[config.mk]
export PLATFORM = sky130hd
export DESIGN_NAME = vgc_top
export DESIGN_NICKNAME = d
export VERILOG_FILES = /design/src/source/vgc_pkg.sv /design/src/source/shr_fetch.sv /design/src/source/shr_palette.sv /design/src/source/shr_pixel_decode.sv /design/src/source/vid_output.sv /design/src/source/vgc_top.sv
export SDC_FILE = /design/constraint.sdc
export NUM_CORES = 1
export LEC_CHECK = 0
export ABC_AREA = 1
export BUFFER_PORTS_ARGS = -buffer_cell sky130_fd_sc_hd__buf_4
export CELL_PAD_IN_SITES_DETAIL_PLACEMENT = 1
export CELL_PAD_IN_SITES_GLOBAL_PLACEMENT = 1
export CORE_UTILIZATION = 40
export CTS_BUF_LIST = sky130_fd_sc_hd__clkbuf_2 sky130_fd_sc_hd__clkbuf_4 sky130_fd_sc_hd__clkbuf_8
export DETAILED_ROUTE_END_ITERATION = 7
export HOLD_SLACK_MARGIN = 0.15
export PLACE_DENSITY = 0.74
export SLEW_MARGIN = 0
export SYNTH_ARGS = -nofsm -noshare
export SYNTH_HDL_FRONTEND = slang
export SYNTH_HIERARCHICAL = 1
export SYNTH_SLANG_ARGS = --single-unit
[constraint.sdc]
create_clock -name clk_vid -period 3.57 [get_ports clk_vid]
set_input_delay 0.357 -clock clk_vid [delete_from_list [all_inputs] [get_ports clk_vid]]
set_output_delay 0.357 -clock clk_vid [all_outputs]
set_load 0.05 [all_outputs]
[src/source/vgc_pkg.sv]
package vgc_pkg;

    // Vector types with a fixed meaning in the SHR datapath
    typedef logic [9:0]  hcount_t;   // Horizontal slot count
    typedef logic [8:0]  vcount_t;   // Line number
    typedef logic [22:0] vaddr_t;    // Video memory byte address
    typedef logic [7:0]  byte_t;     // SCB, palette or pixel byte
    typedef logic [3:0]  pal_idx_t;  // Palette entry number
    typedef logic [3:0]  nibble_t;   // One colour channel level
    typedef logic [11:0] rgb12_t;    // {red, green, blue}

    // Line timing in pixel slots
    localparam hcount_t H_TOTAL        = 10'd912;  // Slots 0 to 911
    localparam hcount_t H_ACTIVE_START = 10'd32;   // First window column
    localparam hcount_t H_ACTIVE_COLS  = 10'd640;
    localparam hcount_t H_SCB_ADDR     = 10'd900;  // SCB address goes out here

    // Frame timing in lines
    localparam vcount_t V_ACTIVE_START = 9'd16;
    localparam vcount_t V_ACTIVE_LINES = 9'd200;
    localparam vcount_t V_VBL_LINE     = 9'd216;

    // SHR memory map, linear layout
    localparam int     PAL_BYTES      = 32;        // 16 entries of two bytes
    localparam vaddr_t SHR_PIXEL_BASE = 23'h12000;
    localparam int     SHR_ROW_BYTES  = 160;
    localparam vaddr_t SHR_SCB_BASE   = 23'h19D00;
    localparam vaddr_t SHR_PAL_BASE   = 23'h19E00;
    localparam int     SHR_PAL_STRIDE = 32;

    // SCB bit positions, low nibble is the palette number
    localparam int SCB_BIT_640  = 7;
    localparam int SCB_BIT_IRQ  = 6;
    localparam int SCB_BIT_FILL = 5;

    // Where the fetch engine is within a line
    typedef enum logic [1:0] {
        PH_IDLE,
        PH_SCB,
        PH_PALETTE,
        PH_PIXELS
    } fetch_phase_t;

    // Fixed IIgs colours used for the border
    localparam rgb12_t BORDER_PALETTE [16] = '{
        12'h000, 12'hd03, 12'h009, 12'hd2d,  // Black, deep red, dark blue, purple
        12'h072, 12'h555, 12'h22f, 12'h6af,  // Dark green, dark grey, blues
        12'h850, 12'hf60, 12'haaa, 12'hf98,  // Brown, orange, light grey, pink
        12'h1d0, 12'hff0, 12'h4f9, 12'hfff   // Light green, yellow, aqua, white
    };

endpackage

[src/source/shr_fetch.sv]
`timescale 1ns/1ps

module shr_fetch (
    input  logic             clk_vid,
    input  logic             reset,
    input  logic             ce_pix,
    input  vgc_pkg::hcount_t h_count,
    input  vgc_pkg::vcount_t v_count,
    input  vgc_pkg::byte_t   video_data,
    input  logic             shr_enable,
    output vgc_pkg::vaddr_t  video_addr,
    output vgc_pkg::byte_t   scb,
    output logic             pal_load,
    output logic             scanline_irq
);
    import vgc_pkg::*;

    // Slot map of one line
    localparam hcount_t H_SCB_SAMPLE  = H_SCB_ADDR + 10'd1;       // SCB byte arrives
    localparam hcount_t H_PAL_LAST    = hcount_t'(H_SCB_ADDR + 1 + PAL_BYTES - H_TOTAL);
    localparam hcount_t H_PIX_BASE    = H_ACTIVE_START - 10'd1;   // Pixel base goes out
    localparam hcount_t H_ACTIVE_LAST = H_ACTIVE_START + H_ACTIVE_COLS - 10'd1;

    fetch_phase_t phase;
    vcount_t      scb_row;      // Row shown on the next line
    vcount_t      pix_row;      // Row shown on this line
    logic         line_active;  // This line is inside the 200 SHR rows
    logic         irq_req;

    // Rows wrap in 9 bits, lines above the window give large values
    assign scb_row = v_count + 9'd1 - V_ACTIVE_START;
    assign pix_row = v_count - V_ACTIVE_START;

    assign line_active = (v_count >= V_ACTIVE_START) &&
                         (v_count < V_ACTIVE_START + V_ACTIVE_LINES);

    // Interrupt request from the SCB on the bus in the sample slot
    assign irq_req = video_data[SCB_BIT_IRQ] && shr_enable && (scb_row < V_ACTIVE_LINES);

    // Palette bytes are on the bus for the whole palette phase
    assign pal_load = (phase == PH_PALETTE);

    always_ff @(posedge clk_vid) begin
        if (reset) begin
            phase        <= PH_IDLE;
            video_addr   <= '0;
            scb          <= '0;
            scanline_irq <= 1'b0;
        end else if (ce_pix) begin
            scanline_irq <= 1'b0;  // Pulse lasts one slot
            case (h_count)
                H_SCB_ADDR: begin
                    phase      <= PH_SCB;
                    video_addr <= SHR_SCB_BASE + vaddr_t'(scb_row);
                end
                H_SCB_SAMPLE: begin
                    // Latch SCB, point at the palette it selects
                    phase        <= PH_PALETTE;
                    scb          <= video_data;
                    scanline_irq <= irq_req;
                    video_addr   <= SHR_PAL_BASE +
                                    vaddr_t'(video_data[3:0]) * vaddr_t'(SHR_PAL_STRIDE);
                end
                H_PIX_BASE: begin
                    if (line_active) begin
                        phase      <= PH_PIXELS;
                        video_addr <= SHR_PIXEL_BASE +
                                      vaddr_t'(pix_row) * vaddr_t'(SHR_ROW_BYTES);
                    end else begin
                        phase <= PH_IDLE;  // No pixel fetch on border lines
                    end
                end
                default: begin
                    if (phase == PH_PALETTE) begin
                        video_addr <= video_addr + 23'd1;  // One palette byte per slot
                        if (h_count == H_PAL_LAST) begin
                            phase <= PH_IDLE;
                        end
                    end else if (phase == PH_PIXELS) begin
                        // Next byte after the fourth slot of the current one
                        if (h_count[1:0] == 2'b11) begin
                            video_addr <= video_addr + 23'd1;
                        end
                        if (h_count == H_ACTIVE_LAST) begin
                            phase <= PH_IDLE;
                        end
                    end
                end
            endcase
        end
    end

    // Palette and pixel fetches never leave bank $01
    a_addr_in_bank: assert property (@(posedge clk_vid) disable iff (reset)
        (phase inside {PH_PALETTE, PH_PIXELS}) |-> (video_addr < 23'h20000));

endmodule

[src/source/shr_palette.sv]
`timescale 1ns/1ps

module shr_palette (
    input  logic              clk_vid,
    input  logic              reset,
    input  logic              ce_pix,
    input  logic              pal_load,
    input  vgc_pkg::byte_t    video_data,
    input  vgc_pkg::pal_idx_t rd_idx,
    output vgc_pkg::rgb12_t   rd_rgb
);
    import vgc_pkg::*;

    localparam int CNT_W = $clog2(PAL_BYTES);

    rgb12_t           entry [16];  // Current row palette
    logic [CNT_W-1:0] byte_cnt;    // Next byte number within the load burst
    logic [CNT_W-1:0] wr_cnt;      // Byte number used in this slot
    logic             load_d;      // pal_load of the previous slot
    pal_idx_t         wr_idx;

    // A new burst starts at byte 0
    assign wr_cnt = load_d ? byte_cnt : '0;
    assign wr_idx = wr_cnt[CNT_W-1:1];  // Two bytes per entry

    assign rd_rgb = entry[rd_idx];

    always_ff @(posedge clk_vid) begin
        if (reset) begin
            byte_cnt <= '0;
            load_d   <= 1'b0;
        end else if (ce_pix) begin
            load_d <= pal_load;
            if (pal_load) begin
                byte_cnt <= wr_cnt + 1'b1;
            end
        end
    end

    always_ff @(posedge clk_vid) begin
        if (ce_pix && pal_load) begin
            if (!wr_cnt[0]) begin
                entry[wr_idx][7:0] <= video_data;  // Green high, blue low
            end else begin
                entry[wr_idx][11:8] <= video_data[3:0];  // Red, high nibble unused
            end
        end
    end

    // A burst longer than 32 bytes would wrap onto entry 0
    a_pal_no_wrap: assert property (@(posedge clk_vid) disable iff (reset)
        (ce_pix && pal_load && load_d) |-> (byte_cnt != '0));

endmodule

[src/source/shr_pixel_decode.sv]
`timescale 1ns/1ps

module shr_pixel_decode (
    input  logic              clk_vid,
    input  logic              reset,
    input  logic              ce_pix,
    input  vgc_pkg::hcount_t  h_count,
    input  vgc_pkg::byte_t    video_data,
    input  vgc_pkg::byte_t    scb,
    output vgc_pkg::pal_idx_t pix_idx
);
    import vgc_pkg::*;

    logic       active;     // Slot is inside the 640 columns
    logic [1:0] byte_slot;  // Which of the four slots of a byte
    nibble_t    nib;        // 320 mode pixel for this slot
    pal_idx_t   last_nz;    // Last nonzero 320 pixel on this line
    pal_idx_t   fill_prev;
    pal_idx_t   idx_640;
    pal_idx_t   idx_320;

    assign active = (h_count >= H_ACTIVE_START) &&
                    (h_count < H_ACTIVE_START + H_ACTIVE_COLS);

    assign byte_slot = h_count[1:0] - H_ACTIVE_START[1:0];

    // 640 mode, each 2-bit pixel uses its own sub-palette
    always_comb begin
        case (byte_slot)
            2'd0:    idx_640 = {2'd2, video_data[7:6]};
            2'd1:    idx_640 = {2'd3, video_data[5:4]};
            2'd2:    idx_640 = {2'd0, video_data[3:2]};
            default: idx_640 = {2'd1, video_data[1:0]};
        endcase
    end

    // 320 mode, each nibble covers two slots
    assign nib = byte_slot[1] ? video_data[3:0] : video_data[7:4];

    // Fill history restarts at the left edge
    assign fill_prev = (h_count == H_ACTIVE_START) ? '0 : last_nz;

    assign idx_320 = (scb[SCB_BIT_FILL] && (nib == 4'd0)) ? fill_prev : nib;

    always_ff @(posedge clk_vid) begin
        if (reset) begin
            pix_idx <= '0;
            last_nz <= '0;
        end else if (ce_pix && active) begin
            pix_idx <= scb[SCB_BIT_640] ? idx_640 : idx_320;
            if (nib != 4'd0) begin
                last_nz <= nib;
            end else begin
                last_nz <= fill_prev;  // Holds the value, or clears at the left edge
            end
        end
    end

endmodule

[src/source/vid_output.sv]
`timescale 1ns/1ps

module vid_output (
    input  logic              clk_vid,
    input  logic              reset,
    input  logic              ce_pix,
    input  vgc_pkg::hcount_t  h_count,
    input  vgc_pkg::vcount_t  v_count,
    input  logic              shr_enable,
    input  vgc_pkg::pal_idx_t border_color,
    input  vgc_pkg::rgb12_t   pix_rgb,
    output vgc_pkg::byte_t    r,
    output vgc_pkg::byte_t    g,
    output vgc_pkg::byte_t    b,
    output logic              vbl_irq
);
    import vgc_pkg::*;

    logic    h_in;       // Column inside 32..671
    logic    v_in;       // Line inside 16..215
    logic    in_window;
    logic    win_d;      // Window flag aligned with pix_idx
    rgb12_t  out_rgb;
    nibble_t red;
    nibble_t grn;
    nibble_t blu;

    assign h_in = (h_count >= H_ACTIVE_START) &&
                  (h_count < H_ACTIVE_START + H_ACTIVE_COLS);
    assign v_in = (v_count >= V_ACTIVE_START) &&
                  (v_count < V_ACTIVE_START + V_ACTIVE_LINES);

    // SHR off shows border over the whole screen
    assign in_window = shr_enable && h_in && v_in;

    assign out_rgb = win_d ? pix_rgb : BORDER_PALETTE[border_color];

    assign red = out_rgb[11:8];
    assign grn = out_rgb[7:4];
    assign blu = out_rgb[3:0];

    always_ff @(posedge clk_vid) begin
        if (reset) begin
            win_d   <= 1'b0;
            r       <= '0;
            g       <= '0;
            b       <= '0;
            vbl_irq <= 1'b0;
        end else if (ce_pix) begin
            win_d <= in_window;
            // Nibble doubling spreads 0..F over the full 8-bit range
            r <= {red, red};
            g <= {grn, grn};
            b <= {blu, blu};
            vbl_irq <= (v_count == V_VBL_LINE);  // Level for the whole line
        end
    end

endmodule

[src/source/vgc_top.sv]
`timescale 1ns/1ps

module vgc_top (
    input  logic              clk_vid,
    input  logic              reset,
    input  logic              ce_pix,
    input  vgc_pkg::hcount_t  h_count,
    input  vgc_pkg::vcount_t  v_count,
    input  vgc_pkg::byte_t    video_data,
    input  logic              shr_enable,
    input  vgc_pkg::pal_idx_t border_color,
    output vgc_pkg::vaddr_t   video_addr,
    output vgc_pkg::byte_t    r,
    output vgc_pkg::byte_t    g,
    output vgc_pkg::byte_t    b,
    output logic              scanline_irq,
    output logic              vbl_irq
);
    import vgc_pkg::*;

    byte_t    scb;       // SCB of the row on screen
    logic     pal_load;
    pal_idx_t pix_idx;   // Decoded pixel, one slot after the data
    rgb12_t   pix_rgb;   // Palette colour of pix_idx

    // Address generation, SCB latch and scanline interrupt
    shr_fetch i_fetch (
        .clk_vid      (clk_vid),
        .reset        (reset),
        .ce_pix       (ce_pix),
        .h_count      (h_count),
        .v_count      (v_count),
        .video_data   (video_data),
        .shr_enable   (shr_enable),
        .video_addr   (video_addr),
        .scb          (scb),
        .pal_load     (pal_load),
        .scanline_irq (scanline_irq)
    );

    shr_palette i_palette (
        .clk_vid    (clk_vid),
        .reset      (reset),
        .ce_pix     (ce_pix),
        .pal_load   (pal_load),
        .video_data (video_data),
        .rd_idx     (pix_idx),
        .rd_rgb     (pix_rgb)
    );

    shr_pixel_decode i_decode (
        .clk_vid    (clk_vid),
        .reset      (reset),
        .ce_pix     (ce_pix),
        .h_count    (h_count),
        .video_data (video_data),
        .scb        (scb),
        .pix_idx    (pix_idx)
    );

    // Border mux and RGB register
    vid_output i_output (
        .clk_vid      (clk_vid),
        .reset        (reset),
        .ce_pix       (ce_pix),
        .h_count      (h_count),
        .v_count      (v_count),
        .shr_enable   (shr_enable),
        .border_color (border_color),
        .pix_rgb      (pix_rgb),
        .r            (r),
        .g            (g),
        .b            (b),
        .vbl_irq      (vbl_irq)
    );

endmodule

# After elaboration in Yosys (flattened, before gate mapping)

Memory sizes are Yosys's and may differ from the RTL's. A register that Yosys moved wholly into a read port is not among the register bits.
Cells that the tools add are included.

Register bits: 74
Bits in latches: 0
Memories kept: 2
Memory bits (read-only): 192
Memory bits (writable): 192
Input port bits: 35

Shift-type cells: 0
$lt $le $gt $ge: 6
Equality and inequality tests: 14
Reduce and logical (&&, ||, !) cells: 19
Muxes and demuxes: 30
Multiply operators: 1
Div/mod/pow operators: 0
Bitwise logic cells: 1
Add/subtract/negate cells: 8

Memories:

| memory           | depth | bits a word | read ports | clocked after memory_dff | write ports | line              | RTL |
|---|---|---|---|---|---|---|---|
| (name not given) | 16    | 12          | 1          | 0                        | 0           | vid_output.sv:36  | `assign out_rgb = win_d ? pix_rgb : BORDER_PALETTE[border_color];` |
| i_palette.entry  | 16    | 12          | 1          | 1                        | 1           | shr_palette.sv:16 | `rgb12_t entry [16];` |

Operators with widths:

| cell                     | count |
|---|---|
| $mux W23                 | 4 |
| $pmux W23 S3             | 1 |
| $add A17 B9 Y18 const A  | 2 |
| $mux W12                 | 3 |
| $eq A10 B10 Y1 const B   | 3 |
| $mux W4                  | 7 |
| $add A23 B1 Y23 const B  | 1 |
| $eq A10 B5 Y1 const B    | 2 |
| $add A17 B17 Y18 const A | 1 |
| $lt A9 B8 Y1 const B     | 2 |
| $sub A9 B5 Y9 const B    | 2 |
| $reduce_bool A5 Y1       | 3 |
| $mul A9 B3 Y12 const B   | 1 |
| $pmux W4 S3              | 1 |
| $eq A10 B6 Y1 const B    | 1 |
| $ge A10 B6 Y1 const B    | 1 |
| $lt A10 B10 Y1 const B   | 1 |
| $mux W2                  | 5 |
| $add A9 B1 Y9 const B    | 1 |
| $eq A9 B8 Y1 const B     | 1 |
| $ge A9 B5 Y1 const B     | 1 |
| $logic_and A1 B1 Y1      | 9 |
| $eq A2 B2 Y1 const B     | 4 |
| $reduce_and A4 Y1        | 2 |
| other kinds (13)         | 20 |

# Longest topological paths before layout

Word-level depth: 7
Depth in mapped cells: 20
Mapped depth without buffers: 20

# Cells and area by module

The synthesis kept the hierarchy.

Modules (own cells, without submodules):

| module           | cells each | area each (sq um) | instances | seq. area each (sq um) |
|---|---|---|---|---|
| shr_palette      | 876        | 8,714.6           | 1         | 5,885.6 |
| shr_fetch        | 548        | 3,148.0           | 1         | 680.7 |
| vid_output       | 168        | 1,113.6           | 1         | 280.3 |
| shr_pixel_decode | 105        | 609.3             | 1         | 160.2 |

# Least setup slack after synthesis

Ideal clock, no wire load.

Path type: input to register
From: input port v_count[4]
To: register i_fetch.video_addr[15]
Path buffers: 0
Data arrival time: 2,818 ps
Setup slack: 634 ps
Stages: 18
Cell sequence: inv_1 -> ha_1 -> or2_2 -> and2_1 -> ha_1 -> ha_1 -> or2_2 -> nand3_1 -> nand2_1 -> nand2_1 -> nand2_1 -> ha_1 -> inv_1 -> nand3_1 -> nand3_1 -> nand2_1 -> nor2_1 -> nor2_1

Cells in the longest elaborated chain, start to end: 5
Elaborated cells between the ends (all ways): 13
Those cells by class: 5 x add/sub; 1 x mul; 2 x order compare; 1 x eq/ne; 2 x mux; 2 x reduce/logical

Ends and longest elaborated chain:

| item                 | line            | RTL |
|---|---|---|
| from (decl)          | vgc_top.sv:8    | `input vgc_pkg::vcount_t v_count,` |
| $sub A9 B5 Y9        | shr_fetch.sv:32 | `assign pix_row = v_count - V_ACTIVE_START;` |
| $mul A9 B3 Y12       | shr_fetch.sv:68 | `vaddr_t'(pix_row) * vaddr_t'(SHR_ROW_BYTES);` |
| $add A17 B17 Y18     | shr_fetch.sv:67 | `video_addr <= SHR_PIXEL_BASE +` |
| $mux W23             | shr_fetch.sv:65 | `if (line_active) begin` |
| $pmux W23 S3         | shr_fetch.sv:51 | `case (h_count)` |
| to (signal assigned) | shr_fetch.sv:54 | `video_addr <= SHR_SCB_BASE + vaddr_t'(scb_row);` |
| to (signal assigned) | shr_fetch.sv:67 |  |
| to (signal assigned) | shr_fetch.sv:75 | `video_addr <= video_addr + 23'd1;` |
| to (decl)            | shr_fetch.sv:11 | `output vgc_pkg::vaddr_t video_addr,` |

Several ways; a longest one is shown, not always the timed one. The select of a mux whose other input is x is not followed.
A chain may end at the register's enable or synchronous reset.

# Worst setup path in the final report

From: input port v_count[5]
To: register i_fetch.video_addr[15]

Same word-level chain as after synthesis.

==> impl_metrics.py <==
metrics = {
    "run_status": {
        "status": "completed",
    },
    "die": {
        "core_region_area_um2": 32700,
        "die_area_um2": 34200,
        "dieHeight_um": 185,
        "start_util": 0.410,
        "die_w_um": 185,
        "num_io_pins": 84,
        "rows": 66,
    },
    "final_layout": {
        "fillers": 4009,
        "diodes": 0,
        "drive_gt1_frac": 0.115,
        "seq_area_um2": 6890,
        "synthToLayoutAreaGrowth_pct": 13.0,
        "nNetsFinal": 1811,
        "utilization": 0.463,
        "multi_input_area_um2": 5120,
    },
    "drt": {
        "drt_iter0_drc": 675,
        "drt-total-wl_um": 39000,
        "num_vias": 11155,
        "viasPerCell": 5.02,
        "remaining_drc_errors": 0,
        "dr.pass1.iters": 5,
        "final_antenna_net_count": 0,
        "wire_per_inst_um": 17.6,
    },
    "critical_path": {
        "timing.rr.end": "i_output/b[3]$_SDFFE_PP0P_",
        "critPathKind": "input port to flop",
        "crit_path_start_kind": "input port",
        "critPathRequiredTime_ps": 4020,
        "reg2reg_from": "i_decode/pix_idx[0]$_SDFFE_PP0P_",
        "endpoint_kind": "flop",
        "setup.worst_path.end": "i_fetch/video_addr[15]$_SDFFE_PP0P_",
        "r2r_cells": 10,
        "cp_max_fo": 6,
        "r2r_setup_slack_ps": 1040,
        "critPathLaunch": "v_count[5]",
        "arrival_ps": 3690,
    },
    "timing": {
        "max_slew_margin": 0.256,
        "holdWs_ps": 194,
        "setup_viol": 0,
        "finClkSkew_ps": 19.4,
        "drv_slew": 0,
        "rsz0062_at_grt": "false",
        "worst_slew_pin_slew_ps": 1120,
        "period_needed_ps": 3240,
        "post-route-period-util": 0.908,
        "setup_tns_ps": 0,
        "hold_viol": 0,
        "fmax_ghz": 0.309,
    },
    "clock_network": {
        "numCtsBuffers": 45,
        "cts-root-buf": "clkbuf_8",
        "clkTransAtPathRegs_ps": 60,
        "cts_max_level": 2,
        "cts.path.max_buffers": 3,
        "clock_sinks": 248,
        "cts_tree": "yes",
        "post_cts_buffers": 0,
        "worst_skew_pair.late_latency_ps": 560,
    },
    "hold_path": {
        "hold_path_class": "input port to flop",
        "hp-start": "border_color[0]",
    },
    "global_routing": {
        "grt_first_pass_wirelength_um": 61700,
        "grtUsageTotal": 0.235,
        "grt_overflow_total": 0,
        "grt_pass1_vias": 11435,
        "antenna_found_initial": 0,
        "grt_max_degree": 98,
    },
    "power_and_ir_drop": {
        "p_per_area_nw_per_um2": 435,
        "vdd.ir_drop.worst_uv": 237,
        "power_leakage_nw": 6.71,
    },
    "logic_synthesis": {
        "synth_nets": 1735,
        "avgSynthCellArea_um2": 8.00,
        "synthesis.area_um2": 13400,
        "yosys_warnings": 6,
        "synthCells": 1674,
    },
    "placed_design": {
        "gp_congestion": 0.825,
        "dp_hpwl_um": 26300,
        "portBuffers": 83,
    },
    "job": {
        "cap_violations": 0,
    },
}
repair_timing:
item / 4_1_cts / 5_1_grt
hold endpoints to repair: 49 / 0
hold buffers: 6 / 0
resized for setup: 0 / 0
area by class of cell:
cell class / instances / area share
Clock buffer: 55 / 0.0463
Clock inverter: 22 / 0.0105
Inverter: 253 / 0.0632
Multi-Input combinational cell: 1105 / 0.338
Sequential cell: 248 / 0.455
Tap cell: 442 / 0.0365
Timing Repair Buffer: 97 / 0.0499
cells in the final DEF, fill, tap and decap left out, drive strengths merged:
| cell type | n |
|---|---|
| nand3 | 213 |
| nor3 | 6 |
| dlygate4sd3 | 6 |
| a31oi | 2 |
| xnor2 | 8 |
| clkbuf | 55 |
| nor2 | 189 |
| buf | 91 |
| o21ai | 56 |
| clkinvlp | 3 |
| bufinv | 2 |
| edfxtp | 192 |
| dfxtp | 56 |
| o211ai | 4 |
| a21oi | 54 |
| clkinv | 17 |
| and2 | 2 |
| fa | 1 |
| ha | 25 |
| nand4 | 9 |
| or2 | 5 |
| xor2 | 8 |
| nand2 | 519 |
| inv | 253 |
| o22ai | 4 |
worst min path at each step:
stage | cells past startpoint | slack, ps | end
floorplan | 1 | 420 | i_fetch/video_addr[13]$_SDFFE_PP0P_
global placement | 1 | 470 | i_palette/byte_cnt[2]$_SDFFE_PP0N_
detailed placement | 1 | 470 | i_palette/byte_cnt[2]$_SDFFE_PP0N_
CTS | 1 | 160 | i_palette/entry[8][7]$_DFFE_PP_
global route | 1 | 170 | i_palette/entry[6][7]$_DFFE_PP_
finish | 3 | 190 | i_output/r[6]$_SDFFE_PP0P_
worst max-delay path, cell delays in order:
cell	delay, ps
dlygate4sd3_1	530
buf_4	130
inv_1	70
ha_1	240
or2_2	300
and2_1	170
ha_1	280
ha_1	350
or2_2	320
nand3_1	120
nand2_1	80
nand2_1	60
nand2_1	70
ha_1	220
inv_1	50
nand3_1	70
nand3_1	80
nand2_1	60
nor2_1	100
nor2_1	40
state kept, by name, indices dropped and copies added (netlist names):
name,cells
i_output/vbl_irq,1
i_output/r,4
i_fetch/video_addr,23
i_output/g,4
i_output/b,4
i_palette/load_d,1
i_decode/last_nz,4
i_fetch/scanline_irq,1
i_output/win_d,1
i_palette/byte_cnt,5
i_fetch/phase,2
i_palette/entry,192
i_decode/pix_idx,4
i_fetch/scb,2
report_power, final:
part / total, mW / switching, mW / internal, mW
clock: 2.63 / 1.19 / 1.44
combinational: 0.812 / 0.576 / 0.235
sequential: 3.14 / 0.0133 / 3.12
total: 6.58 / 1.78 / 4.80
per-layer routing:
metal	track usage	wire, um	vias to the layer above	part of all wire
met2	0.405	19000	210	0.49
met1	0.303	17700	5408	0.45
met5	0	0	-	0
met4	0.0668	851	0	0.022
met3	0.0370	1540	49	0.040
li1	-	-	5488	-
metrics by stage:
step                      instances  instance area (um2)  setup WS [ps]  total power [mW]
after global placement         2139                14200            302              3.98
after floorplan                1674                13400            634              3.73
final                          2222                15100            330              6.58
after global routing           2222                15100            144              6.87
after detailed placement       2139                14200            216              4.01
after CTS                      2222                15100            371              6.67
(Power assumes the default switching activity.)
